## config.mk

```make
export PLATFORM = sky130hd
export DESIGN_NAME = cplx_alu_flat
export DESIGN_NICKNAME = d
export VERILOG_FILES = /design/src/hw/cplx_pkg.sv /design/src/hw/cplx_issue_if.sv /design/src/hw/cplx_alu.sv /design/src/flat_wrapper.sv
export VERILOG_INCLUDE_DIRS = /design/src /design/src/hw
export SDC_FILE = /design/constraint.sdc
export NUM_CORES = 2
export LEC_CHECK = 0
export ABC_AREA = 1
export BUFFER_PORTS_ARGS = -buffer_cell sky130_fd_sc_hd__buf_2
export CORE_ASPECT_RATIO = 1.25
export CORE_MARGIN = 8
export CORE_UTILIZATION = 50
export DETAILED_ROUTE_END_ITERATION = 8
export GPL_ROUTABILITY_DRIVEN = 1
export PLACE_DENSITY = 0.66
export SETUP_SLACK_MARGIN = 0.15
export SYNTH_ARGS = -nofsm -noshare
export SYNTH_HDL_FRONTEND = slang
export SYNTH_SLANG_ARGS = --single-unit
```

## constraint.sdc

```tcl
create_clock -name clk -period 4.4 [get_ports clk]
set_clock_uncertainty 0.1 [all_clocks]
set_input_delay 0.66 -clock clk [delete_from_list [all_inputs] [get_ports clk]]
set_output_delay 0.66 -clock clk [all_outputs]
set_load 0.01 [all_outputs]
```

## src/hw/cplx_config.svh

```systemverilog
`ifndef CPLX_CONFIG_SVH
`define CPLX_CONFIG_SVH

// Half of one instruction word
// Full instruction is twice this wide
`define INST_WIDTH 16

// One Q8.8 component
`define DATA_WIDTH 16

// ROM and RAM address width
`define ADDR_WIDTH 8

// Result slots the consumer grants after reset
`define RES_CREDITS 4

`endif
```

## src/hw/cplx_pkg.sv

```systemverilog
`include "cplx_config.svh"

package cplx_pkg;

   // Instruction word
   // [31:29] opcode, [28:24] reserved, [23:16] src2, [15:8] src1, [7:0] dest
   typedef logic [2*`INST_WIDTH-1:0] inst_t;

   typedef logic [`ADDR_WIDTH-1:0] addr_t;

   // Q8.8 component
   typedef logic signed [`DATA_WIDTH-1:0] comp_t;

   // Real part high, imaginary part low
   typedef logic [2*`DATA_WIDTH-1:0] cplx_t;

   typedef logic [2:0] credit_t;

   typedef enum logic [2:0] {
      OP_HALT = 3'b000,
      OP_ADD  = 3'b001,
      OP_SUB  = 3'b010,
      OP_MULT = 3'b100
   } opcode_e;

   typedef enum logic [2:0] {
      S_IDLE,
      S_FETCH,
      S_DECODE,
      S_ISSUE,
      S_DRAIN
   } seq_state_e;

endpackage

```

## src/hw/cplx_issue_if.sv

```systemverilog
`timescale 1ns/1ps

interface cplx_issue_if;
   import cplx_pkg::*;

   logic    valid;
   opcode_e op;
   cplx_t   a;
   cplx_t   b;
   addr_t   dest;

   modport issuer (
      output valid,
      output op,
      output a,
      output b,
      output dest
   );

   modport exec (
      input valid,
      input op,
      input a,
      input b,
      input dest
   );

endinterface

```

## src/hw/cplx_alu.sv

```systemverilog
`timescale 1ns/1ps
`include "cplx_config.svh"

module cplx_alu (
   input  logic                  clk,
   input  logic                  arst_n,
   cplx_issue_if.exec            iss,
   output logic                  res_valid,
   output cplx_pkg::addr_t       res_addr,
   output cplx_pkg::cplx_t       res_data,
   output logic [1:0]            pend_valid,
   output cplx_pkg::addr_t [1:0] pend_dest
);
   import cplx_pkg::*;

   localparam int FRAC_BITS = `DATA_WIDTH / 2;

   typedef logic signed [2*`DATA_WIDTH-1:0] prod_t;

   comp_t   ar;
   comp_t   ai;
   comp_t   br;
   comp_t   bi;

   logic    s1_valid;
   opcode_e s1_op;
   addr_t   s1_dest;
   prod_t   p_rr;
   prod_t   p_ii;
   prod_t   p_ri;
   prod_t   p_ir;
   comp_t   s1_re;
   comp_t   s1_im;

   prod_t   mult_re;
   prod_t   mult_im;
   comp_t   out_re;
   comp_t   out_im;

   assign ar = iss.a[2*`DATA_WIDTH-1:`DATA_WIDTH];
   assign ai = iss.a[`DATA_WIDTH-1:0];
   assign br = iss.b[2*`DATA_WIDTH-1:`DATA_WIDTH];
   assign bi = iss.b[`DATA_WIDTH-1:0];

   //////////////////////////////////////////////////
   // Stage valids
   //////////////////////////////////////////////////

   always_ff @(posedge clk or negedge arst_n) begin
      if (!arst_n) begin
         s1_valid  <= 1'b0;
         res_valid <= 1'b0;
      end else begin
         s1_valid  <= iss.valid;
         res_valid <= s1_valid;
      end
   end

   //////////////////////////////////////////////////
   // Datapath
   //////////////////////////////////////////////////

   // Q8.8 products back to Q8.8, upper bits wrap away
   assign mult_re = (p_rr - p_ii) >>> FRAC_BITS;
   assign mult_im = (p_ri + p_ir) >>> FRAC_BITS;

   assign out_re = (s1_op == OP_MULT) ? mult_re[`DATA_WIDTH-1:0] : s1_re;
   assign out_im = (s1_op == OP_MULT) ? mult_im[`DATA_WIDTH-1:0] : s1_im;

   always_ff @(posedge clk) begin
      if (iss.valid) begin
         s1_op   <= iss.op;
         s1_dest <= iss.dest;
         p_rr    <= ar * br;
         p_ii    <= ai * bi;
         p_ri    <= ar * bi;
         p_ir    <= ai * br;
         // Sub is src1 minus src2
         s1_re   <= (iss.op == OP_SUB) ? ar - br : ar + br;
         s1_im   <= (iss.op == OP_SUB) ? ai - bi : ai + bi;
      end
      if (s1_valid) begin
         res_addr <= s1_dest;
         res_data <= {out_re, out_im};
      end
   end

   // Scoreboard view, index 1 is the result stage
   assign pend_valid = {res_valid, s1_valid};
   assign pend_dest  = {res_addr, s1_dest};

endmodule

```

## src/flat_wrapper.sv

```systemverilog
// flat-port wrapper written by rule: the top's interface ports become plain ports
module cplx_alu_flat import cplx_pkg::*;
  (clk, arst_n, res_valid, res_addr, res_data, pend_valid, pend_dest, iss_valid, iss_op, iss_a, iss_b, iss_dest);
  cplx_issue_if iss_i ();
  input  logic clk;
  input  logic arst_n;
  output logic res_valid;
  output cplx_pkg::addr_t res_addr;
  output cplx_pkg::cplx_t res_data;
  output logic [1:0] pend_valid;
  output cplx_pkg::addr_t [1:0] pend_dest;
  input wire logic [$bits(iss_i.valid)-1:0] iss_valid;
  input wire logic [$bits(iss_i.op)-1:0] iss_op;
  input wire logic [$bits(iss_i.a)-1:0] iss_a;
  input wire logic [$bits(iss_i.b)-1:0] iss_b;
  input wire logic [$bits(iss_i.dest)-1:0] iss_dest;
  assign iss_i.valid = iss_valid;
  assign iss_i.op = iss_op;
  assign iss_i.a = iss_a;
  assign iss_i.b = iss_b;
  assign iss_i.dest = iss_dest;
  cplx_alu u_core (.clk(clk), .arst_n(arst_n), .iss(iss_i), .res_valid(res_valid), .res_addr(res_addr), .res_data(res_data), .pend_valid(pend_valid), .pend_dest(pend_dest));
endmodule
```

==> impl_metrics.toml <==
[run_status]
outcome = "complete, but fails checks"
violations = "negative setup slack"

[clock_tree]
clock-root-buffer = "clkbuf_16"
cts_tree = "built"
clk_latency_ns = 0.48
clk_pin_slew_worst_paths_ns = 0.08
cts_made_buffers = 17
cts_buffer_depth = 2
clock-sinks = 181
htreeDepth = 4

[timing]
drv_slew = 0
slew_headroom_pct = 41.2
final-hold-violation-count = 0
min_period_ns = 5.43
fmax_ghz = 0.184
worstMarginPinSlew_ns = 0.882
fin_crit_sh_pct = 123
setup_viol = 66
timing.final.ws_setup_ns = -1.03
hold_ws_ns = 0.274
rsz0062_at_grt = "true"

[routing]
wl_per_cell_um = 18.7
final_antenna_net_count = 0
num_vias = 38500
dr.pass1.iters = 6
route.detailed.drc = 0
dr.first_iter.drc_count = 2469
avgViaCountPerCell = 5.09
drt-total-wl_um = 142000

[synth]
syn-cell-area_um2 = 43600
synth-edff-count = 179
yosysWarnings = 0
synth_ff_type = "edfxtp_1"
ys_async_sr_fraction_pct = 1.10
synthCells = 5645
synth-seq-area-share_pct = 12.4
avgSynthCellArea_um2 = 7.73
ys_ff_latch = 181
synth_fp_nets = 6843
synth_cell_types = 52

[critical_path]
path_max_fanout = 5
cp_data_required_time_ns = 4.53
reg2reg_depth = 6
arrival_ns = 5.56
startpoint_type = "input pin"
worst-setup-path-type = "input pin to flop"
rrSetupSlack_ns = 1.76
cp-end-kind = "flop"

[min_path]
worstHoldPathCells = 1
hold_path_class = "input pin to flop"

[global_routing]
grt_max_degree = 83
track_usage_pct = 28.6
grt_pass1_vias = 39900
antenna_found_initial = 1
grt.overflow.total = 0
grt_pass1_wl_um = 217000

[floorplan]
die-area_um2 = 97000
die_h_um = 346
rows = 121
start_util_pct = 50.3
ios = 137
die_w_um = 280
core_um2 = 86700

[finish]
final_cell_mix = "inv_1, nand2_1, fa_1, buf_4, ha_1"
nets = 7578
layout.cells.non_filler = 7563
area_growth_syn_to_layout_pct = 33.5
layout-drive-gt1-share_pct = 28.2
final_common_cell = "inv_1"

[placed_design]
place_ws_ns = -1.77
io_buffers = 136
dp_hpwl_um = 111000
place_inst = 7308
place_congestion = 0.952

[flow_run]
maxCapViolations = 0
## flip-flops by register name, indices dropped and copies added (netlist names), 3 cells and up
register,flops
u_core.p_ii,24
u_core.res_data,32
u_core.res_addr,8
u_core.s1_op,3
u_core.s1_im,16
u_core.p_ir,24
u_core.s1_re,16
u_core.s1_dest,8
u_core.p_rr,24
u_core.p_ri,24
## per-stage QoR
step | setup TNS [ns] | area [um^2] | utilization [%]
after CTS | -45.16 | 56000 | 64.6
after detailed placement | -94.38 | 51600 | 59.5
after floorplan | -50.25 | 46300 | -
final | -50.33 | 58200 | 67.1
after global placement | -91.81 | 51600 | 59.5
after global routing | -59.22 | 58200 | 67.1
## kinds of logic after synthesis
kind of cell | Yosys count | synth area share [%]
AOI/OAI and AO/OA | 355 | 4.67
xor gates and xnor gates | 145 | 2.91
buffers and inverters | 1882 | 16.5
adders and majority gates | 1120 | 45.0
and+or+nand+nor | 1962 | 18.4
DFF | 181 | 12.4
## final cells by class
class                           instances  area, um^2
Timing Repair Buffer                  933        9550
Clock inverter                         15         129
Tap cell                             1168        1460
Clock buffer                           17         425
Fill cell                            6780       28500
Multi-Input combinational cell       3582       35000
Inverter                             1665        6270
Antenna cell                            2        5.00
Sequential cell                       181        5430
## final timing paths
path	end	start
worst max register to register	u_core.res_data[0]$_DFFE_PP_	u_core.s1_op[2]$_DFFE_PP_
worst min-delay path	u_core.s1_dest[4]$_DFFE_PP_	iss_dest[4]
min in group asynchronous	u_core.s1_valid$_DFF_PN0_	arst_n
max in group asynchronous	u_core.s1_valid$_DFF_PN0_	arst_n
worst max-delay path	u_core.p_ri[23]$_DFFE_PP_	iss_a[24]
worst min register to register	u_core.res_addr[0]$_DFFE_PP_	u_core.s1_dest[0]$_DFFE_PP_
## Yosys cell counts, drive strengths merged (8+ instances only)
master  instances  area, um^2
a21o           18         135
nand4          43         275
inv          1662        6240
ha            370        4630
nand2        1486        5610
or2            15        93.8
nand3         176         931
nor4            9        81.3
nor3           26         150
nand3b         20         150
nor2          186         738
xor2          106         928
a31oi          10        62.6
o21bai         20         154
fa            750       15000
a21boi         10        86.3
o21ai         102         552
edfxtp        179        5380
clkbuf        153         574
a21oi         177         905
o21a            8        60.1
xnor2          39         342
buf            64         388
## worst max-delay path: stages
cell	delay [ns]
buf_12	0.12
buf_6	0.12
nand2_2	0.05
inv_2	0.04
fa_1	0.54
inv_2	0.04
fa_1	0.47
fa_1	0.52
inv_2	0.05
fa_2	0.50
fa_1	0.55
inv_1	0.05
fa_1	0.52
inv_2	0.05
ha_4	0.31
nand2_8	0.08
inv_2	0.05
nand2_1	0.04
nand2_1	0.06
a21oi_2	0.05
buf_4	0.14
o211ai_1	0.19
buf_4	0.18
inv_2	0.05
nand2_2	0.08
nand2_4	0.07
## metal layers
| layer | up-vias | GRT usage (%) | wire length, um |
|---|---|---|---|
| met2 | 1373 | 48.1 | 67500 |
| met3 | 386 | 2.97 | 8270 |
| met5 | - | 0 | 0 |
| met4 | 0 | 18.4 | 11300 |
| li1 | 17900 | - | - |
| met1 | 18800 | 34.9 | 54500 |
## what timing repair did
item	4_1_cts	5_1_grt
endpoints found under the setup margin	72	71
cloned	14	4
hold buffers	1	0
hold endpoints to repair	2	0
gates resized for setup	658	382
setup buffers	117	85
pin swaps	293	330
Power is not shown: default switching activity piles up to over one toggle a cycle in this logic, so the estimate is an artifact.
