[src/hw/cplx_config.svh]
`ifndef CPLX_CONFIG_SVH
`define CPLX_CONFIG_SVH

// Half of one instruction word
// Full instruction is twice this wide
`define INST_WIDTH 16

// One Q8.8 component
`define DATA_WIDTH 16

// ROM and RAM address width
`define ADDR_WIDTH 8

// Result slots the consumer grants after reset
`define RES_CREDITS 4

`endif
[src/hw/cplx_pkg.sv]
`include "cplx_config.svh"

package cplx_pkg;

   // Instruction word
   // [31:29] opcode, [28:24] reserved, [23:16] src2, [15:8] src1, [7:0] dest
   typedef logic [2*`INST_WIDTH-1:0] inst_t;

   typedef logic [`ADDR_WIDTH-1:0] addr_t;

   // Q8.8 component
   typedef logic signed [`DATA_WIDTH-1:0] comp_t;

   // Real part high, imaginary part low
   typedef logic [2*`DATA_WIDTH-1:0] cplx_t;

   typedef logic [2:0] credit_t;

   typedef enum logic [2:0] {
      OP_HALT = 3'b000,
      OP_ADD  = 3'b001,
      OP_SUB  = 3'b010,
      OP_MULT = 3'b100
   } opcode_e;

   typedef enum logic [2:0] {
      S_IDLE,
      S_FETCH,
      S_DECODE,
      S_ISSUE,
      S_DRAIN
   } seq_state_e;

endpackage

[src/hw/cplx_issue_if.sv]
`timescale 1ns/1ps

interface cplx_issue_if;
   import cplx_pkg::*;

   logic    valid;
   opcode_e op;
   cplx_t   a;
   cplx_t   b;
   addr_t   dest;

   modport issuer (
      output valid,
      output op,
      output a,
      output b,
      output dest
   );

   modport exec (
      input valid,
      input op,
      input a,
      input b,
      input dest
   );

endinterface

[src/hw/cplx_seq.sv]
`timescale 1ns/1ps
`include "cplx_config.svh"

module cplx_seq (
   input  logic                  clk,
   input  logic                  arst_n,
   input  logic                  start,
   output logic                  busy,
   output logic                  done,
   output logic                  rom_en,
   output cplx_pkg::addr_t       rom_addr,
   input  cplx_pkg::inst_t       rom_data,
   output cplx_pkg::addr_t       rd_addr_a,
   output cplx_pkg::addr_t       rd_addr_b,
   input  cplx_pkg::cplx_t       rd_data_a,
   input  cplx_pkg::cplx_t       rd_data_b,
   cplx_issue_if.issuer          iss,
   input  logic [1:0]            pend_valid,
   input  cplx_pkg::addr_t [1:0] pend_dest,
   input  logic                  res_credit
);
   import cplx_pkg::*;

   seq_state_e state;
   seq_state_e state_nxt;
   addr_t      pc;
   credit_t    credits;
   opcode_e    op;
   addr_t      src1;
   addr_t      src2;
   addr_t      dest;
   logic       hazard;
   logic       hazard_q;
   logic       issue;

   //////////////////////////////////////////////////
   // Decode
   //////////////////////////////////////////////////

   // ROM output holds the word through DECODE and ISSUE
   assign op   = opcode_e'(rom_data[31:29]);
   assign src2 = rom_data[23:16];
   assign src1 = rom_data[15:8];
   assign dest = rom_data[7:0];

   assign rd_addr_a = src1;
   assign rd_addr_b = src2;

   // A source still being produced by the ALU
   always_comb begin
      hazard = 1'b0;
      for (int i = 0; i < 2; i++) begin
         if (pend_valid[i] && (pend_dest[i] == src1 || pend_dest[i] == src2)) begin
            hazard = 1'b1;
         end
      end
   end

   // RAM data seen in ISSUE was read last cycle, so the hazard of that cycle counts
   assign issue = (state == S_ISSUE) && (credits != '0) && !hazard_q;

   //////////////////////////////////////////////////
   // FSM
   //////////////////////////////////////////////////

   always_comb begin
      state_nxt = state;
      case (state)
         S_IDLE: begin
            if (start) begin
               state_nxt = S_FETCH;
            end
         end
         S_FETCH: begin
            state_nxt = S_DECODE;
         end
         S_DECODE: begin
            case (op)
               OP_ADD, OP_SUB, OP_MULT: state_nxt = S_ISSUE;
               default: state_nxt = S_DRAIN;
            endcase
         end
         S_ISSUE: begin
            if (issue) begin
               state_nxt = S_FETCH;
            end
         end
         S_DRAIN: begin
            if (pend_valid == 2'b00) begin
               state_nxt = S_IDLE;
            end
         end
         default: begin
            state_nxt = S_IDLE;
         end
      endcase
   end

   always_ff @(posedge clk or negedge arst_n) begin
      if (!arst_n) begin
         state    <= S_IDLE;
         pc       <= '0;
         credits  <= credit_t'(`RES_CREDITS);
         hazard_q <= 1'b0;
      end else begin
         state    <= state_nxt;
         hazard_q <= hazard;
         if (state == S_IDLE && start) begin
            pc <= '0;
         end else if (issue) begin
            pc <= pc + 1'b1;
         end
         // Issue and returned credit in one cycle cancel
         case ({issue, res_credit})
            2'b10: credits <= credits - 1'b1;
            2'b01: credits <= credits + 1'b1;
            default: ;
         endcase
      end
   end

   //////////////////////////////////////////////////
   // Outputs
   //////////////////////////////////////////////////

   assign busy     = (state != S_IDLE);
   assign done     = (state == S_DRAIN) && (pend_valid == 2'b00);
   assign rom_en   = (state == S_FETCH);
   assign rom_addr = pc;

   assign iss.valid = issue;
   assign iss.op    = op;
   assign iss.a     = rd_data_a;
   assign iss.b     = rd_data_b;
   assign iss.dest  = dest;

endmodule

[src/flat_wrapper.sv]
// flat-port wrapper written by rule: the top's interface ports become plain ports
module cplx_seq_flat import cplx_pkg::*;
  (clk, arst_n, start, busy, done, rom_en, rom_addr, rom_data, rd_addr_a, rd_addr_b, rd_data_a, rd_data_b, pend_valid, pend_dest, res_credit, iss_valid, iss_op, iss_a, iss_b, iss_dest);
  cplx_issue_if iss_i ();
  input  logic clk;
  input  logic arst_n;
  input  logic start;
  output logic busy;
  output logic done;
  output logic rom_en;
  output cplx_pkg::addr_t rom_addr;
  input  cplx_pkg::inst_t rom_data;
  output cplx_pkg::addr_t rd_addr_a;
  output cplx_pkg::addr_t rd_addr_b;
  input  cplx_pkg::cplx_t rd_data_a;
  input  cplx_pkg::cplx_t rd_data_b;
  input  logic [1:0] pend_valid;
  input  cplx_pkg::addr_t [1:0] pend_dest;
  input  logic res_credit;
  output wire logic [$bits(iss_i.valid)-1:0] iss_valid;
  output wire logic [$bits(iss_i.op)-1:0] iss_op;
  output wire logic [$bits(iss_i.a)-1:0] iss_a;
  output wire logic [$bits(iss_i.b)-1:0] iss_b;
  output wire logic [$bits(iss_i.dest)-1:0] iss_dest;
  assign iss_valid = iss_i.valid;
  assign iss_op = iss_i.op;
  assign iss_a = iss_i.a;
  assign iss_b = iss_i.b;
  assign iss_dest = iss_i.dest;
  cplx_seq u_core (.clk(clk), .arst_n(arst_n), .start(start), .busy(busy), .done(done), .rom_en(rom_en), .rom_addr(rom_addr), .rom_data(rom_data), .rd_addr_a(rd_addr_a), .rd_addr_b(rd_addr_b), .rd_data_a(rd_data_a), .rd_data_b(rd_data_b), .iss(iss_i), .pend_valid(pend_valid), .pend_dest(pend_dest), .res_credit(res_credit));
endmodule
[config.mk]
export PLATFORM = sky130hd
export DESIGN_NAME = cplx_seq_flat
export DESIGN_NICKNAME = d
export VERILOG_FILES = /design/src/hw/cplx_pkg.sv /design/src/hw/cplx_issue_if.sv /design/src/hw/cplx_seq.sv /design/src/flat_wrapper.sv
export VERILOG_INCLUDE_DIRS = /design/src /design/src/hw
export SDC_FILE = /design/constraint.sdc
export NUM_CORES = 1
export LEC_CHECK = 0
export BUFFER_PORTS_ARGS = -buffer_cell sky130_fd_sc_hd__buf_2
export CAP_MARGIN = 20
export CORE_AREA = 2 2 86 88
export CTS_BUF_LIST = sky130_fd_sc_hd__clkbuf_4 sky130_fd_sc_hd__clkbuf_8
export CTS_CLUSTER_SIZE = 8
export DETAILED_ROUTE_END_ITERATION = 10
export DIE_AREA = 0 0 88 90
export MAX_ROUTING_LAYER = met4
export PLACE_DENSITY = 0.75
export SYNTH_ARGS = -nofsm -noshare
export SYNTH_HDL_FRONTEND = slang
export SYNTH_SLANG_ARGS = --single-unit
[constraint.sdc]
create_clock -name clk -period 2.05 [get_ports clk]
set_clock_uncertainty 0.05 [all_clocks]
set_input_delay 0.3075 -clock clk [delete_from_list [all_inputs] [get_ports clk]]
set_output_delay 0.3075 -clock clk [all_outputs]
set_load 0.03 [all_outputs]
==> out/results.ini <==
[cts]
cts_made_buffers=3
cts_num_sinks=15
clock_transition_at_the_registers_of_the_reported_paths_ps=60
tritoncts=yes
clock_insertion_delay_worst_skew_ps=250
root_cell_of_the_clock_tree=sky130_fd_sc_hd__clkbuf_8
htree_num_levels=1
clock_tree.buffer_depth=2

[die]
horizontal_die_dimension_um=88
design.core.area_um2=7020
full_die_area_um2=7920
dieHeight_um=90
floorplan.initialDensity=0.264
core.rowCount=31
number_of_top_level_pins=221

[placed_design]
place_area_um2=1690
dp_hpwl_um=3340
number_of_instances_in_the_placed_design=298
port_buffers=71
gp_congestion=0.794

[global_route]
groute.layer.met2.usage=0.157
first_global_vias=1257
globalRouteOverflowTotal=0
grt.busiest_layer=met2
grt_use_met1=0.102
grt_util_all_layers=0.0952
grt_max_degree=16
grt_first_pass_wirelength_um=5900
antenna_found_initial=0
met3_track_usage_gr=0.0432

[cells_and_area]
nets=327
fillCellCount=758
antennaDiodeCount=0
fin_area_um2=1790
fin_cells=304
area_delta_synth_final_pct=-3.65
final_util=0.254
layout-drive-gt1-share=0.473

[setup_path]
critical-path-top-cell-by-count=sky130_fd_sc_hd__xor2_1
worstSetupStartpointType=register
sequence_of_cells_on_the_critical_path=or3_4, nand2_4, ha_4, inv_1, fa_2, xor2_1, nor2_1, xor2_1
critical_path_arrival_ps=2050
worstSetupEndpointType=register
sum_of_buffers_and_inverters_on_the_critical_path=1
path_delay_family=simple AND/OR/NAND/NOR gates
critPathSlowestCell=sky130_fd_sc_hd__or3_4
slowest_delay_ps=410
cp_max_fo=3
critPathRequiredTime_ps=2180
critical_path_class=reg2reg

[power_and_ir_drop]
totalPowerFinal_w=0.00164
p_leak_nw=0.787
worst_ir_drop_vdd_mv=0.239
power_density_over_cell_area_nw_per_um2=920

[detailed_routing]
vias_per_cell=4.18
firstDrtPassIters=5
dr.first_iter.drc_count=17
drc=0
vias=1272
avgRoutedWirePerCell_um=12.9
totalWireLength_um=3920
ant_nets=0

[synthesis]
dominantRegCellSynth=sky130_fd_sc_hd__dfrtp_1
yosys.area_share.xor_xnor=0.203
mappedNetlistNets=334
synth-compound-area-share=0.0331
yosys.area_share.adder=0.0243
synth_seq_area_share=0.203
avgSynthCellArea_um2=8.70
post-synth-top-count-cell=sky130_fd_sc_hd__buf_4
ys_async_sr_fraction=1.00
multiplexer_share_of_the_synthesized_area=0.00608
synth_area_um2=1850
number_of_standard_cells_after_synthesis=213
ys_seq_elements=15
netlist_top_cells_count=91 x sky130_fd_sc_hd__buf_4, 38 x sky130_fd_sc_hd__xnor2_1, 14 x sky130_fd_sc_hd__dfrtp_1
synth_top_cell_by_area=sky130_fd_sc_hd__buf_4
yosys_warnings=0
yosys.area_share.simple=0.155
synth.top_cell.area_share=0.369
synth_edf_count=0
synth_top_family_by_area=buffers and inverters
synth_cell_types=33
synthTopCellsByArea=sky130_fd_sc_hd__buf_4 37%, sky130_fd_sc_hd__dfrtp_1 19%, sky130_fd_sc_hd__xnor2_1 18%

[run_status]
status=finished clean

[timing]
final.period_utilization=0.936
max_slew.worst_pin.slew_ps=487
maxClockFrequency_mhz=521
report.final.hold_viol_count=0
maxSlewViolCount=0
finalSetupTns_ps=0
finalCriticalPeriod_ps=1920
finalSetupViolations=0
rsz_0062_raised_after_global_routing=false
worst_case_headroom_to_the_max_slew_limit=0.673

[job]
maxCapViolations=0

[min_path]
holdCritPathClass=in2reg

==> area by class of cell <==
type	instances	area [µm²]	share of cell area
clock inverters	1	5.00	0.00280
repair buffers	79	418	0.234
clock buffers	3	41.3	0.0231
multi-input cells	104	810	0.453
well taps	99	124	0.0694
flip-flops and latches	15	377	0.211
inverters	3	11.3	0.00631
==> layout by cell type (no fill, tap or decap), types with 2 or more instances in the layout <==
master and count:
sky130_fd_sc_hd__o22ai_1 2, sky130_fd_sc_hd__buf_2 71, sky130_fd_sc_hd__inv_1 2, sky130_fd_sc_hd__buf_4 7, sky130_fd_sc_hd__xnor2_1 38, sky130_fd_sc_hd__nor3_1 2
sky130_fd_sc_hd__nand4_1 10, sky130_fd_sc_hd__o21ai_0 2, sky130_fd_sc_hd__a21oi_1 3, sky130_fd_sc_hd__nand3_1 3, sky130_fd_sc_hd__nand2_1 6, sky130_fd_sc_hd__clkbuf_8 3
sky130_fd_sc_hd__nor4_1 3, sky130_fd_sc_hd__xor2_1 5, sky130_fd_sc_hd__nor2_1 9, sky130_fd_sc_hd__dfrtp_1 14, sky130_fd_sc_hd__nor2_2 3
==> what timing repair did <==
item,CTS,global route
hold buffers,1,0
setup buffers,0,1
gates resized for setup,1,5
pin swaps,0,3
endpoints found under the setup margin,1,2
endpoints found under the hold margin,14,0
==> per-stage QoR <==
step / hold slack (ps) / setup slack [ps]
2_1_floorplan: -38.1 / 2.28
3_3_place_gp: 169 / 59.4
3_5_place_dp: 179 / 6.87
4_1_cts: 268 / 3.92
5_1_grt: 280 / 32.7
6_report: 271 / 130
==> layer usage <==
metal  routed length (µm)  vias to the layer above
met5                    0                        -
met4                   61                        0
met3                  437                       14
li1                     -                      590
met1                 1470                      571
met2                 1950                       97
==> flip-flops by register name, indices dropped and copies added (netlist names) <==
signal / count
u_core.hazard_q: 1
u_core.credits: 3
u_core.state: 3
u_core.rom_addr: 8
==> kinds of logic after synthesis <==
group                      count (synthesis)
AOI/OAI and AO/OA                         10
xor gates and xnor gates                  43
adders and majority gates                  3
buffers and inverters                     94
DFF                                       15
muxes                                      1
and+or+nand+nor                           47
==> final timing paths <==
kind | from | endpoint | slack [ps] | depth (start not counted)
setup / recovery | u_core.credits[2] | u_core.credits[2] | 130 | 8
hold / removal | start | u_core.state[0] | 270 | 3
setup reg to reg | u_core.credits[2] | u_core.credits[2] | 130 | 8
hold reg to reg | u_core.credits[2] | u_core.credits[2] | 470 | 1
max in group asynchronous | arst_n | u_core.credits[2] | 1210 | 2
min in group asynchronous | arst_n | u_core.rom_addr[0] | 440 | 2
==> report_power, final <==
part	total, W	switching, W	internal [W]
registers	0.000469	0.0000756	0.000393
clock network	0.000236	0.000101	0.000134
logic	0.000939	0.000534	0.000405
==> worst register-to-register path, stage by stage (launching register included) <==
cell and delay, ps:
sky130_fd_sc_hd__dfstp_2 380, sky130_fd_sc_hd__or3_4 410, sky130_fd_sc_hd__nand2_4 100, sky130_fd_sc_hd__ha_4 130, sky130_fd_sc_hd__inv_1 50, sky130_fd_sc_hd__fa_2 330
sky130_fd_sc_hd__xor2_1 140, sky130_fd_sc_hd__nor2_1 120, sky130_fd_sc_hd__xor2_1 150
Power figures use the tool's default switching activity.
