## src/hw/cplx_config.svh

```systemverilog
`ifndef CPLX_CONFIG_SVH
`define CPLX_CONFIG_SVH

// Half of one instruction word
// Full instruction is twice this wide
`define INST_WIDTH 16

// One Q8.8 component
`define DATA_WIDTH 16

// ROM and RAM address width
`define ADDR_WIDTH 8

// Result slots the consumer grants after reset
`define RES_CREDITS 4

`endif
```

## src/hw/cplx_pkg.sv

```systemverilog
`include "cplx_config.svh"

package cplx_pkg;

   // Instruction word
   // [31:29] opcode, [28:24] reserved, [23:16] src2, [15:8] src1, [7:0] dest
   typedef logic [2*`INST_WIDTH-1:0] inst_t;

   typedef logic [`ADDR_WIDTH-1:0] addr_t;

   // Q8.8 component
   typedef logic signed [`DATA_WIDTH-1:0] comp_t;

   // Real part high, imaginary part low
   typedef logic [2*`DATA_WIDTH-1:0] cplx_t;

   typedef logic [2:0] credit_t;

   typedef enum logic [2:0] {
      OP_HALT = 3'b000,
      OP_ADD  = 3'b001,
      OP_SUB  = 3'b010,
      OP_MULT = 3'b100
   } opcode_e;

   typedef enum logic [2:0] {
      S_IDLE,
      S_FETCH,
      S_DECODE,
      S_ISSUE,
      S_DRAIN
   } seq_state_e;

endpackage

```

## src/hw/inst_rom.sv

```systemverilog
`timescale 1ns/1ps

module inst_rom (
   input  logic            clk,
   input  logic            en,
   input  cplx_pkg::addr_t addr,
   output cplx_pkg::inst_t data_out
);
   import cplx_pkg::*;

   inst_t rom_word;

   //////////////////////////////////////////////////
   // Fixed program
   //////////////////////////////////////////////////

   // 0..2  complex multiplies into 0x80..0x82
   // 3     0x80 + 0x81 into 0x83
   // 4     0x82 - 0x83 into 0x84
   // Zero words halt the sequencer
   always_comb begin
      case (addr)
         8'h00: begin
            rom_word = 32'h8001_0080;
         end
         8'h01: begin
            rom_word = 32'h8003_0281;
         end
         8'h02: begin
            rom_word = 32'h8005_0482;
         end
         8'h03: begin
            rom_word = 32'h2081_8083;
         end
         8'h04: begin
            rom_word = 32'h4083_8284;
         end
         default: begin
            rom_word = '0;
         end
      endcase
   end

   //////////////////////////////////////////////////
   // Registered read
   //////////////////////////////////////////////////

   // Output holds its word while en is low
   always_ff @(posedge clk) begin
      if (en) begin
         data_out <= rom_word;
      end
   end

endmodule

```

## config.mk

```make
export PLATFORM = sky130hd
export DESIGN_NAME = inst_rom
export DESIGN_NICKNAME = d
export VERILOG_FILES = /design/src/hw/cplx_pkg.sv /design/src/hw/inst_rom.sv
export VERILOG_INCLUDE_DIRS = /design/src /design/src/hw
export SDC_FILE = /design/constraint.sdc
export NUM_CORES = 1
export LEC_CHECK = 0
export BUFFER_PORTS_ARGS = -buffer_cell sky130_fd_sc_hd__buf_2
export CORE_MARGIN = 3
export CORE_UTILIZATION = 40
export DETAILED_ROUTE_END_ITERATION = 6
export GPL_ROUTABILITY_DRIVEN = 0
export PLACE_DENSITY = 0.76
export SKIP_LAST_GASP = 1
export SLEW_MARGIN = 15
export SYNTH_ARGS = -nofsm -noshare
export SYNTH_HDL_FRONTEND = slang
export SYNTH_SLANG_ARGS = --single-unit
```

## constraint.sdc

```tcl
create_clock -name clk -period 1.8 [get_ports clk]
set_input_delay 0.27 -clock clk [delete_from_list [all_inputs] [get_ports clk]]
set_output_delay 0.27 -clock clk [all_outputs]
set_load 0.005 [all_outputs]
```

==> qor.yml, run 1 <==
clock_network:
  cts_inserted_buffers: 3
  cts_tree: "done"
  post_cts_hold_buffer_count: 0
  cts.repair.resized: 0
  clock_path_buffers: 2
  htreeDepth: 1
  clkSinkCount: 9
  cts.root.buffer_cell: "clkbuf_4"
  clk_pin_slew_worst_paths_ns: 0.06
  cts.repair_timing.setup_buffer_count: 0
logic_synthesis:
  ys_seq_area_share_pct: 43.29
  post-synth-top-count-cell: "buf_4"
  ys_warn_count: 0
  synth.top_cells.by_count: "buf_4, edfxtp_1, nor3_1"
  yosys.area.top_type: "edfxtp_1"
  mappedNetlistArea_sq_um: 624.3
  synth_cells: 51
  leading_post_synthesis_cells_by_cell_area: "edfxtp_1, buf_4, nor4b_2"
  postSynthRegisterBits: 9
  synth_async_sr_flop_share_pct: 0
  count_of_distinct_cell_types_in_the_synthesized_netlist: 16
  syn_area_per_cell_sq_um: 12.24
  synth_top_area_share_pct: 43.29
  synth_flop_cell: "edfxtp_1"
  synth_edf_count: 9
floorplan:
  io-pin-count: 42
  row_count: 13
  die_height_um: 45.51
  fp.coreArea_sq_um: 1383
  die_width_um: 45.51
  initial_core_util_pct: 45.16
  fp.dieArea_sq_um: 2071
global_route:
  grt_overflow_total: 0
  grt_pass1_vias: 284
  maximum_number_of_pins_on_one_net_before_global_route_repair: 10
  grt_first_pass_wirelength_mm: 1.345
  grt_usage_pct: 9.878
  antenna_found_initial: 0
timing:
  final_min_period_over_clock_period_pct: 66.75
  report.final.hold_viol_count: 0
  final.setup.tns_ns: 0
  finalSetupViolCount: 0
  layout_min_cycle_time_ns: 1.202
  timing.final.max_slew_violations: 0
  rsz0062_at_grt: "no"
  achievable-frequency_mhz: 832.3
route:
  dr.first_iter.drc_count: 4
  drcViolationCount: 0
  routedLengthMet1_um: 370
  ant_nets: 0
  wire_length_per_cell_um: 11.02
  first_pass_iters: 4
  wl_met2_um: 390
  maxUsedRoutingLayer: "met3"
  wl_met3_um: 165
  post_drt_via_cell_ratio: 4.405
  num_vias: 370
  wire_length_after_detailed_routing_um: 926
final_layout:
  fill_cells: 142
  drive_above_1_share_pct: 47.83
  layout.cell_area.non_filler_sq_um: 653.1
  multi_input_comb_area_sq_um: 222.7
  max_flop_register: "data_out"
  areaGrowthSynthToFinish_pct: 4.609
  final_nets: 80
  reg.largest.list: "data_out (9)"
  area.sequential_sq_um: 270.3
  largest_reg_flops: 9
  num_antenna_cells: 0
worst_hold_path:
  timing.hold.worst.class: "input port to register"
  hold_path_startpoint: "en"
placement:
  numPortBuffers: 23
  dp.final_hpwl_um: 713.2
  postPlaceCellArea_sq_um: 626.9
critical_path:
  cp-end-kind: "register"
  critical_path_required_ns: 1.87
  cp_startpoint: "addr[4]"
  critical_path_class: "input port to register"
  setup.worst_path.start_class: "input port"
  cp.arrival_ns: 1.27
  timing.critical_path.fanout_max: 9
power_and_ir_drop:
  worst_ir_drop_vdd_uv: 427.8
  power_per_cell_area_nw_per_um2: 709.3
  p_leak_nw: 0.2685
outcome:
  outcome: "finished, final reports clean"
flow_run:
  cap_violations: 0
layout make-up:
cell class,count,area share [%]
Sequential cell,9,41.38
Multi-Input combinational cell,33,34.10
Timing Repair Buffer,23,17.62
Clock buffer,4,4.023
Tap cell,15,2.874
logic make-up after synthesis:
logic type / synth area share (%)
other: 0.6006
AO/OA/AOI/OAI: 6.815
AND/OR/NAND/NOR: 16.63
flip-flops: 43.29
buffers and inverters: 31.26
XOR/XNOR: 1.403
stage by stage:
stage	worst slack, ns	std cells	hold slack, ns	utilization, %	power, mW
floorplan	0.4417	68	0.3825	-	0.3191
CTS	0.6056	84	0.3625	47.24	0.4725
detailed placement	0.3249	80	0.6371	45.34	0.3147
global route	0.5942	84	0.3566	47.24	0.4949
global placement	0.3656	80	0.6318	45.34	0.3127
finish	0.5984	84	0.3735	47.24	0.4633
critical path: stages:
cell,delay (ns)
buf_2,0.10
or4_4,0.62
a2111oi_4,0.29
power breakdown:
part / total (mW) / switching, mW / internal (mW)
Clock: 0.152 / 0.0671 / 0.0852
Combinational: 0.0661 / 0.0406 / 0.0255
Sequential: 0.245 / 0.00353 / 0.241
Total: 0.463 / 0.111 / 0.352
worst paths after layout:
kind	to	slack, ns	depth (start not counted)
setup / recovery	data_out[31]	0.60	3
hold / removal	data_out[0]	0.37	1
placed cells by master (no fill, tap or decap), drive strengths merged:
master,instances
o21a,1
or3b,1
buf,23
clkbuf,4
or4,1
nor4b,2
nor3,3
conb,18
nand2b,1
edfxtp,9
xnor2,1
a2111oi,1
nand3b,1
nor4,2
a211oi,1
per-layer routing:
metal	vias to the layer above	track usage, %
met5	-	0
met4	0	5.263
met3	0	6.324
met2	30	13.09
met1	164	12.04
li1	176	-
(Power assumes the default switching activity.)
==> run 2: changes to the inputs <==
==> constraint.sdc (replaced) <==
create_clock -name clk -period 1.24 [get_ports clk]
set_input_delay 0.186 -clock clk [delete_from_list [all_inputs] [get_ports clk]]
set_output_delay 0.186 -clock clk [all_outputs]
set_load 0.005 [all_outputs]
==> run 2 against run 1 <==
  * Sequential cell count stayed put
  * Critical path depth unchanged
  * Sequential power increased by 45%
  * First-iteration DRC count fell by 50%
  * Largest cell class unchanged
  * Largest power group unchanged
==> qor.yml, run 2 (synthesis gave the netlist of run 1 again) <==
final_layout:
  commonest_non_fill_non_tap_cell_in_the_layout: "buf_2"
  max_flop_register: "data_out"
  areaGrowthSynthToFinish_pct: 8.216
  end_of_flow_core_utilization_pct: 48.87  # +1.6 points
  num_antenna_cells: 0  # unchanged
  fin_cells: 87  # +3.6%
  most-common-layout-cells: "buf_2, conb_1, edfxtp_1"
  drive_above_1_share_pct: 50.00  # +2.2 points
  largest_reg_flops: 9  # unchanged
  final_nets: 83  # +3.8%
  reg.largest.list: "data_out (9)"
timing:
  timing.final.max_slew_violations: 0  # unchanged
  achievable-frequency_mhz: 948.9
  report.final.hold_viol_count: 0  # unchanged
  final_min_period_over_clock_period_pct: 84.99
  finalSetupViolCount: 0  # unchanged
  final.setup.tns_ns: 0  # unchanged
  layout_min_cycle_time_ns: 1.054
  rsz0062_at_grt: "no"
floorplan:
  io-pin-count: 42  # unchanged
  row_count: 13  # unchanged
  die_height_um: 45.51  # unchanged
  die_width_um: 45.51  # unchanged
  fp.dieArea_sq_um: 2071  # unchanged
  fp.coreArea_sq_um: 1383  # unchanged
  initial_core_util_pct: 45.16  # unchanged
clock_network:
  cts_tree: "done"
  cts.root.buffer_cell: "clkbuf_4"
  post_cts_hold_buffer_count: 0  # unchanged
  cts_inserted_buffers: 3  # unchanged
  clock_path_buffers: 2  # unchanged
  cts.repair_timing.setup_buffer_count: 0  # unchanged
  htreeDepth: 1  # unchanged
  cts.repair.resized: 0  # unchanged
  clk_pin_slew_worst_paths_ns: 0.06  # about the same
  clkSinkCount: 9  # unchanged
route:
  num_vias: 374  # +1.1%
  first_pass_iters: 3  # -1
  wire_length_after_detailed_routing_um: 918  # -0.86%
  dr.first_iter.drc_count: 2  # -2
  drcViolationCount: 0  # unchanged
  wire_length_per_cell_um: 10.55  # -4.3%
  post_drt_via_cell_ratio: 4.299  # -2.4%
  ant_nets: 0  # unchanged
critical_path:
  critical_path_required_ns: 1.32  # -0.55 ns
  slowest_stage: "or4_4"
  cp-end-kind: "register"
  critical_path_class: "input port to register"
  timing.critical_path.fanout_max: 9  # unchanged
  critical-path-max-stage-delay_ns: 0.61  # about the same
  setup.worst_path.start_class: "input port"
  cell_by_cell_trace_of_the_critical_path: "buf_2, or4_4, nor4b_2"
  cp.arrival_ns: 1.14  # -0.13 ns
placement:
  dp.final_hpwl_um: 714.7  # +0.21%
  placed_cells: 83  # +3.8%
  numPortBuffers: 23  # unchanged
power_and_ir_drop:
  worst_ir_drop_vdd_uv: 401.8  # -6.1%
  power_per_cell_area_nw_per_um2: 1015  # +43%
  p_leak_nw: 0.2832  # +5.5%
global_route:
  grt_pass1_vias: 280  # -1.4%
  grt_usage_pct: 9.224  # -0.65 points
  antenna_found_initial: 0  # unchanged
  maximum_number_of_pins_on_one_net_before_global_route_repair: 10  # unchanged
  grt_first_pass_wirelength_mm: 1.276  # -5.1%
  grt_overflow_total: 0  # unchanged
outcome:
  outcome: "finished, final reports clean"
flow_run:
  cap_violations: 0  # unchanged
worst_hold_path:
  timing.hold.worst_path_depth: 1  # unchanged
  timing.hold.worst.class: "input port to register"
run 2: changes by cell type in the layout (fill, tap and decap cells not counted), sizes merged:
cell / before / now
buf: 23 / 26
run 2: critical path, delay by kind of cell:
| kind | cells | cell delay, ns |
|---|---|---|
| simple gates | 2 | 0.85 |
| buf+inv | 1 | 0.09 |
run 2: power breakdown:
part	switching (mW)	total, mW	internal, mW
registers	0.00492	0.355	0.350
clock network	0.103	0.227	0.124
logic	0.0600	0.103	0.0432
run 2: worst paths after layout:
kind	startpoint	end	slack [ns]
setup / recovery	addr[4]	data_out[0]	0.19
hold / removal	en	data_out[1]	0.28
run 2: final cells by class:
class	count	area, sq um
Sequential cell	9	270.3
Multi-Input combinational cell	33	222.7
Timing Repair Buffer	26	137.6
Clock buffer	4	26.28
Tap cell	15	18.77
Fill cell	135	706.9
run 2: metrics by stage:
step                      hold slack [ns]  cell area, sq um  worst slack [ns]  power [mW]
after floorplan                    0.2985             688.2           0.03921      0.4632
after global placement             0.5480             649.4          -0.06427      0.4620
after detailed placement           0.5554             649.4          -0.09202      0.4649
after CTS                          0.2798             675.6            0.1810      0.6956
after global routing               0.2850             675.6            0.1034      0.7216
final                              0.2820             675.6            0.1861      0.6856
run 2: layer usage:
metal / wire, um / vias to the layer above / track usage, %
li1: - / 183 / -
met1: 355 / 159 / 12.53
met2: 399 / 32 / 10.58
met3: 163 / 0 / 4.743
met4: 0 / 0 / 7.018
met5: 0 / - / 0
==> run 3: changes to the inputs <==
--- a/config.mk
+++ b/config.mk
@@ -8,10 +8,10 @@
 export LEC_CHECK = 0
 export BUFFER_PORTS_ARGS = -buffer_cell sky130_fd_sc_hd__buf_2
 export CORE_MARGIN = 3
-export CORE_UTILIZATION = 40
+export CORE_UTILIZATION = 36
 export DETAILED_ROUTE_END_ITERATION = 6
 export GPL_ROUTABILITY_DRIVEN = 0
-export PLACE_DENSITY = 0.76
+export PLACE_DENSITY = 0.73
 export SKIP_LAST_GASP = 1
 export SLEW_MARGIN = 15
 export SYNTH_ARGS = -nofsm -noshare
==> constraint.sdc (replaced) <==
create_clock -name clk -period 0.91 [get_ports clk]
set_input_delay 0.1365 -clock clk [delete_from_list [all_inputs] [get_ports clk]]
set_output_delay 0.1365 -clock clk [all_outputs]
set_load 0.005 [all_outputs]
==> run 3 against run 2 <==
  * The run now ends with setup timing left
  * Power increased by 38%
  * First-iteration DRC count fell by 100%
  * Final cell count rose by 2.3%
  * Critical path depth did not move
  * Combinational power rose by 58%
  * Utilization fell by 3.2 points
  * Die area rose by 9.6%
  * Count of clock-buffer cells in the layout is the same
  * Largest power group unchanged
==> qor.yml, run 3 (synthesis gave the netlist of run 1 again) <==
floorplan:
  die_width_um: 47.65  # +4.7%
  row_count: 14  # +1
  fp.coreArea_sq_um: 1577  # +14%
  io-pin-count: 42  # unchanged
  initial_core_util_pct: 39.60  # -5.6 points
  die_height_um: 47.65  # +4.7%
  fp.dieArea_sq_um: 2270  # +9.6%
worst_hold_path:
  timing.hold.worst.class: "input port to register"
critical_path:
  critical_path_required_ns: 0.99  # -0.33 ns
  critPathCapture: "data_out[1]"
  setup.worst_path.start_class: "input port"
  cp.arrival_ns: 1.07  # -0.07 ns
  critical_path_depth: 3  # unchanged
  slowest_stage: "or4_4"
  cpLargestDelayFamily: "simple AND/OR/NAND/NOR gates"
  cp.buffers_inverters: 1  # unchanged
  cp-end-kind: "register"
  timing.critical_path.fanout_max: 5  # -4
  critical-path-max-stage-delay_ns: 0.60  # about the same
  cp_startpoint: "addr[7]"
  critical_path_class: "input port to register"
  cell_by_cell_trace_of_the_critical_path: "buf_6, or4_4, nor4b_2"
final_layout:
  largest_reg_flops: 9  # unchanged
  commonest_non_fill_non_tap_cell_in_the_layout: "buf_2"
  fin_cells: 89  # +2.3%
  most-common-layout-cells: "buf_2, conb_1, edfxtp_1, clkbuf_4, buf_4"
  final_nets: 84  # +1.2%
  reg.largest.list: "data_out (9)"
  areaGrowthSynthToFinish_pct: 15.23
  max_flop_register: "data_out"
  drive_above_1_share_pct: 53.42  # +3.4 points
  num_antenna_cells: 0  # unchanged
power_and_ir_drop:
  share_clk_of_total_power_pct: 31.7  # -1.4 points
  p_leak_nw: 0.2929  # +3.4%
  p_switching_uw: 235.3  # +40%
  design_power_total_uw: 948.0  # +38%
  power_per_cell_area_nw_per_um2: 1318  # +30%
  netSwitchingFraction_pct: 24.82  # +0.30 points
  power_frac_comb_pct: 17.2  # +2.1 points
  power.sequential.fraction_pct: 51.1  # -0.7 points
  power.internal_uw: 712.7  # +38%
  worst_ir_drop_vdd_uv: 599.4  # +49%
route:
  post_drt_via_cell_ratio: 4.461  # +3.8%
  drcViolationCount: 0  # unchanged
  wire_length_after_detailed_routing_mm: 1.164  # +27%
  ant_nets: 0  # unchanged
  num_vias: 397  # +6.1%
  first_pass_iters: 1  # -2
  wire_length_per_cell_um: 13.08  # +24%
  dr.first_iter.drc_count: 0  # -2
flow_run:
  cap_violations: 0  # unchanged
placement:
  dp.final_hpwl_um: 865.2  # +21%
  dp_worst_setup_slack_ns: -0.3722  # -0.2802 ns
  placed_cells: 84  # +1.2%
  numPortBuffers: 23  # unchanged
timing:
  rsz0062_at_grt: "yes"
  timing.final.max_slew_violations: 0  # unchanged
  finalSetupViolCount: 6  # +6
  final.setup.tns_ns: -0.2689  # -0.2689 ns
  report.final.hold_viol_count: 0  # unchanged
  final_min_period_over_clock_period_pct: 108.4
  layout_min_cycle_time_ns: 0.9861
  achievable-frequency_mhz: 1014
  setup_slack_ns: -0.07612  # -0.2623 ns
clock_network:
  post_cts_hold_buffer_count: 0  # unchanged
  cts_tree: "done"
  cts.root.buffer_cell: "clkbuf_4"
  clk_pin_slew_worst_paths_ns: 0.06  # about the same
  clock_path_buffers: 2  # unchanged
  cts_inserted_buffers: 3  # unchanged
  htreeDepth: 1  # unchanged
  clkSinkCount: 9  # unchanged
global_route:
  grt_usage_pct: 11.09  # +1.9 points
  antenna_found_initial: 0  # unchanged
  grt_first_pass_wirelength_mm: 1.656  # +30%
  maximum_number_of_pins_on_one_net_before_global_route_repair: 10  # unchanged
  grt_pass1_vias: 377  # +35%
  grt_overflow_total: 0  # unchanged
outcome:
  outcome: "finished, violations left"
  failing_checks: "setup timing"
## run 3: timing repair
item	CTS	global route
setup buffers	0	0
pin swaps	3	3
cloned	1	0
resized for setup	4	2
setup endpoints to repair	19	20
## run 3: final cells by class
type	instances	area (sq um)
clock buffers	4	26.28
multi-input cells	34	252.7
fillers	173	857.1
well taps	16	20.02
flip-flops and latches	9	270.3
repair buffers	26	150.1
## run 3: layer usage
layer | share of wire [%] | track usage (%) | vias to the layer above
met5 | 0 | 0 | -
met4 | 0 | 6.452 | 0
met3 | 10 | 3.383 | 0
met2 | 52 | 19.25 | 26
met1 | 38 | 11.78 | 183
li1 | - | - | 188
## run 3: worst min-delay path by stage
stage / start / to / slack [ns] / cells past startpoint
2_1_floorplan: en / data_out[0] / 0.25 / 0
3_3_place_gp: en / data_out[16] / 0.50 / 1
3_5_place_dp: en / data_out[23] / 0.51 / 1
4_1_cts: en / data_out[23] / 0.24 / 1
5_1_grt: en / data_out[16] / 0.24 / 1
6_report: en / data_out[23] / 0.25 / 1
## run 3: power by group through the flow
stage	registers, mW	logic, mW	clock network [mW]
after floorplan	0.498	0.133	0
after global placement	0.492	0.136	0
after detailed placement	0.494	0.143	0
after CTS	0.485	0.156	0.317
after global routing	0.486	0.180	0.340
final	0.484	0.163	0.301
## run 3: stage by stage
step | utilization, % | area, sq um | hold WS [ns]
detailed placement | 41.27 | 650.6 | 0.5116
finish | 45.63 | 719.4 | 0.2469
CTS | 44.76 | 705.7 | 0.2380
global route | 45.63 | 719.4 | 0.2390
floorplan | - | 688.2 | 0.2490
global placement | 41.27 | 650.6 | 0.5030
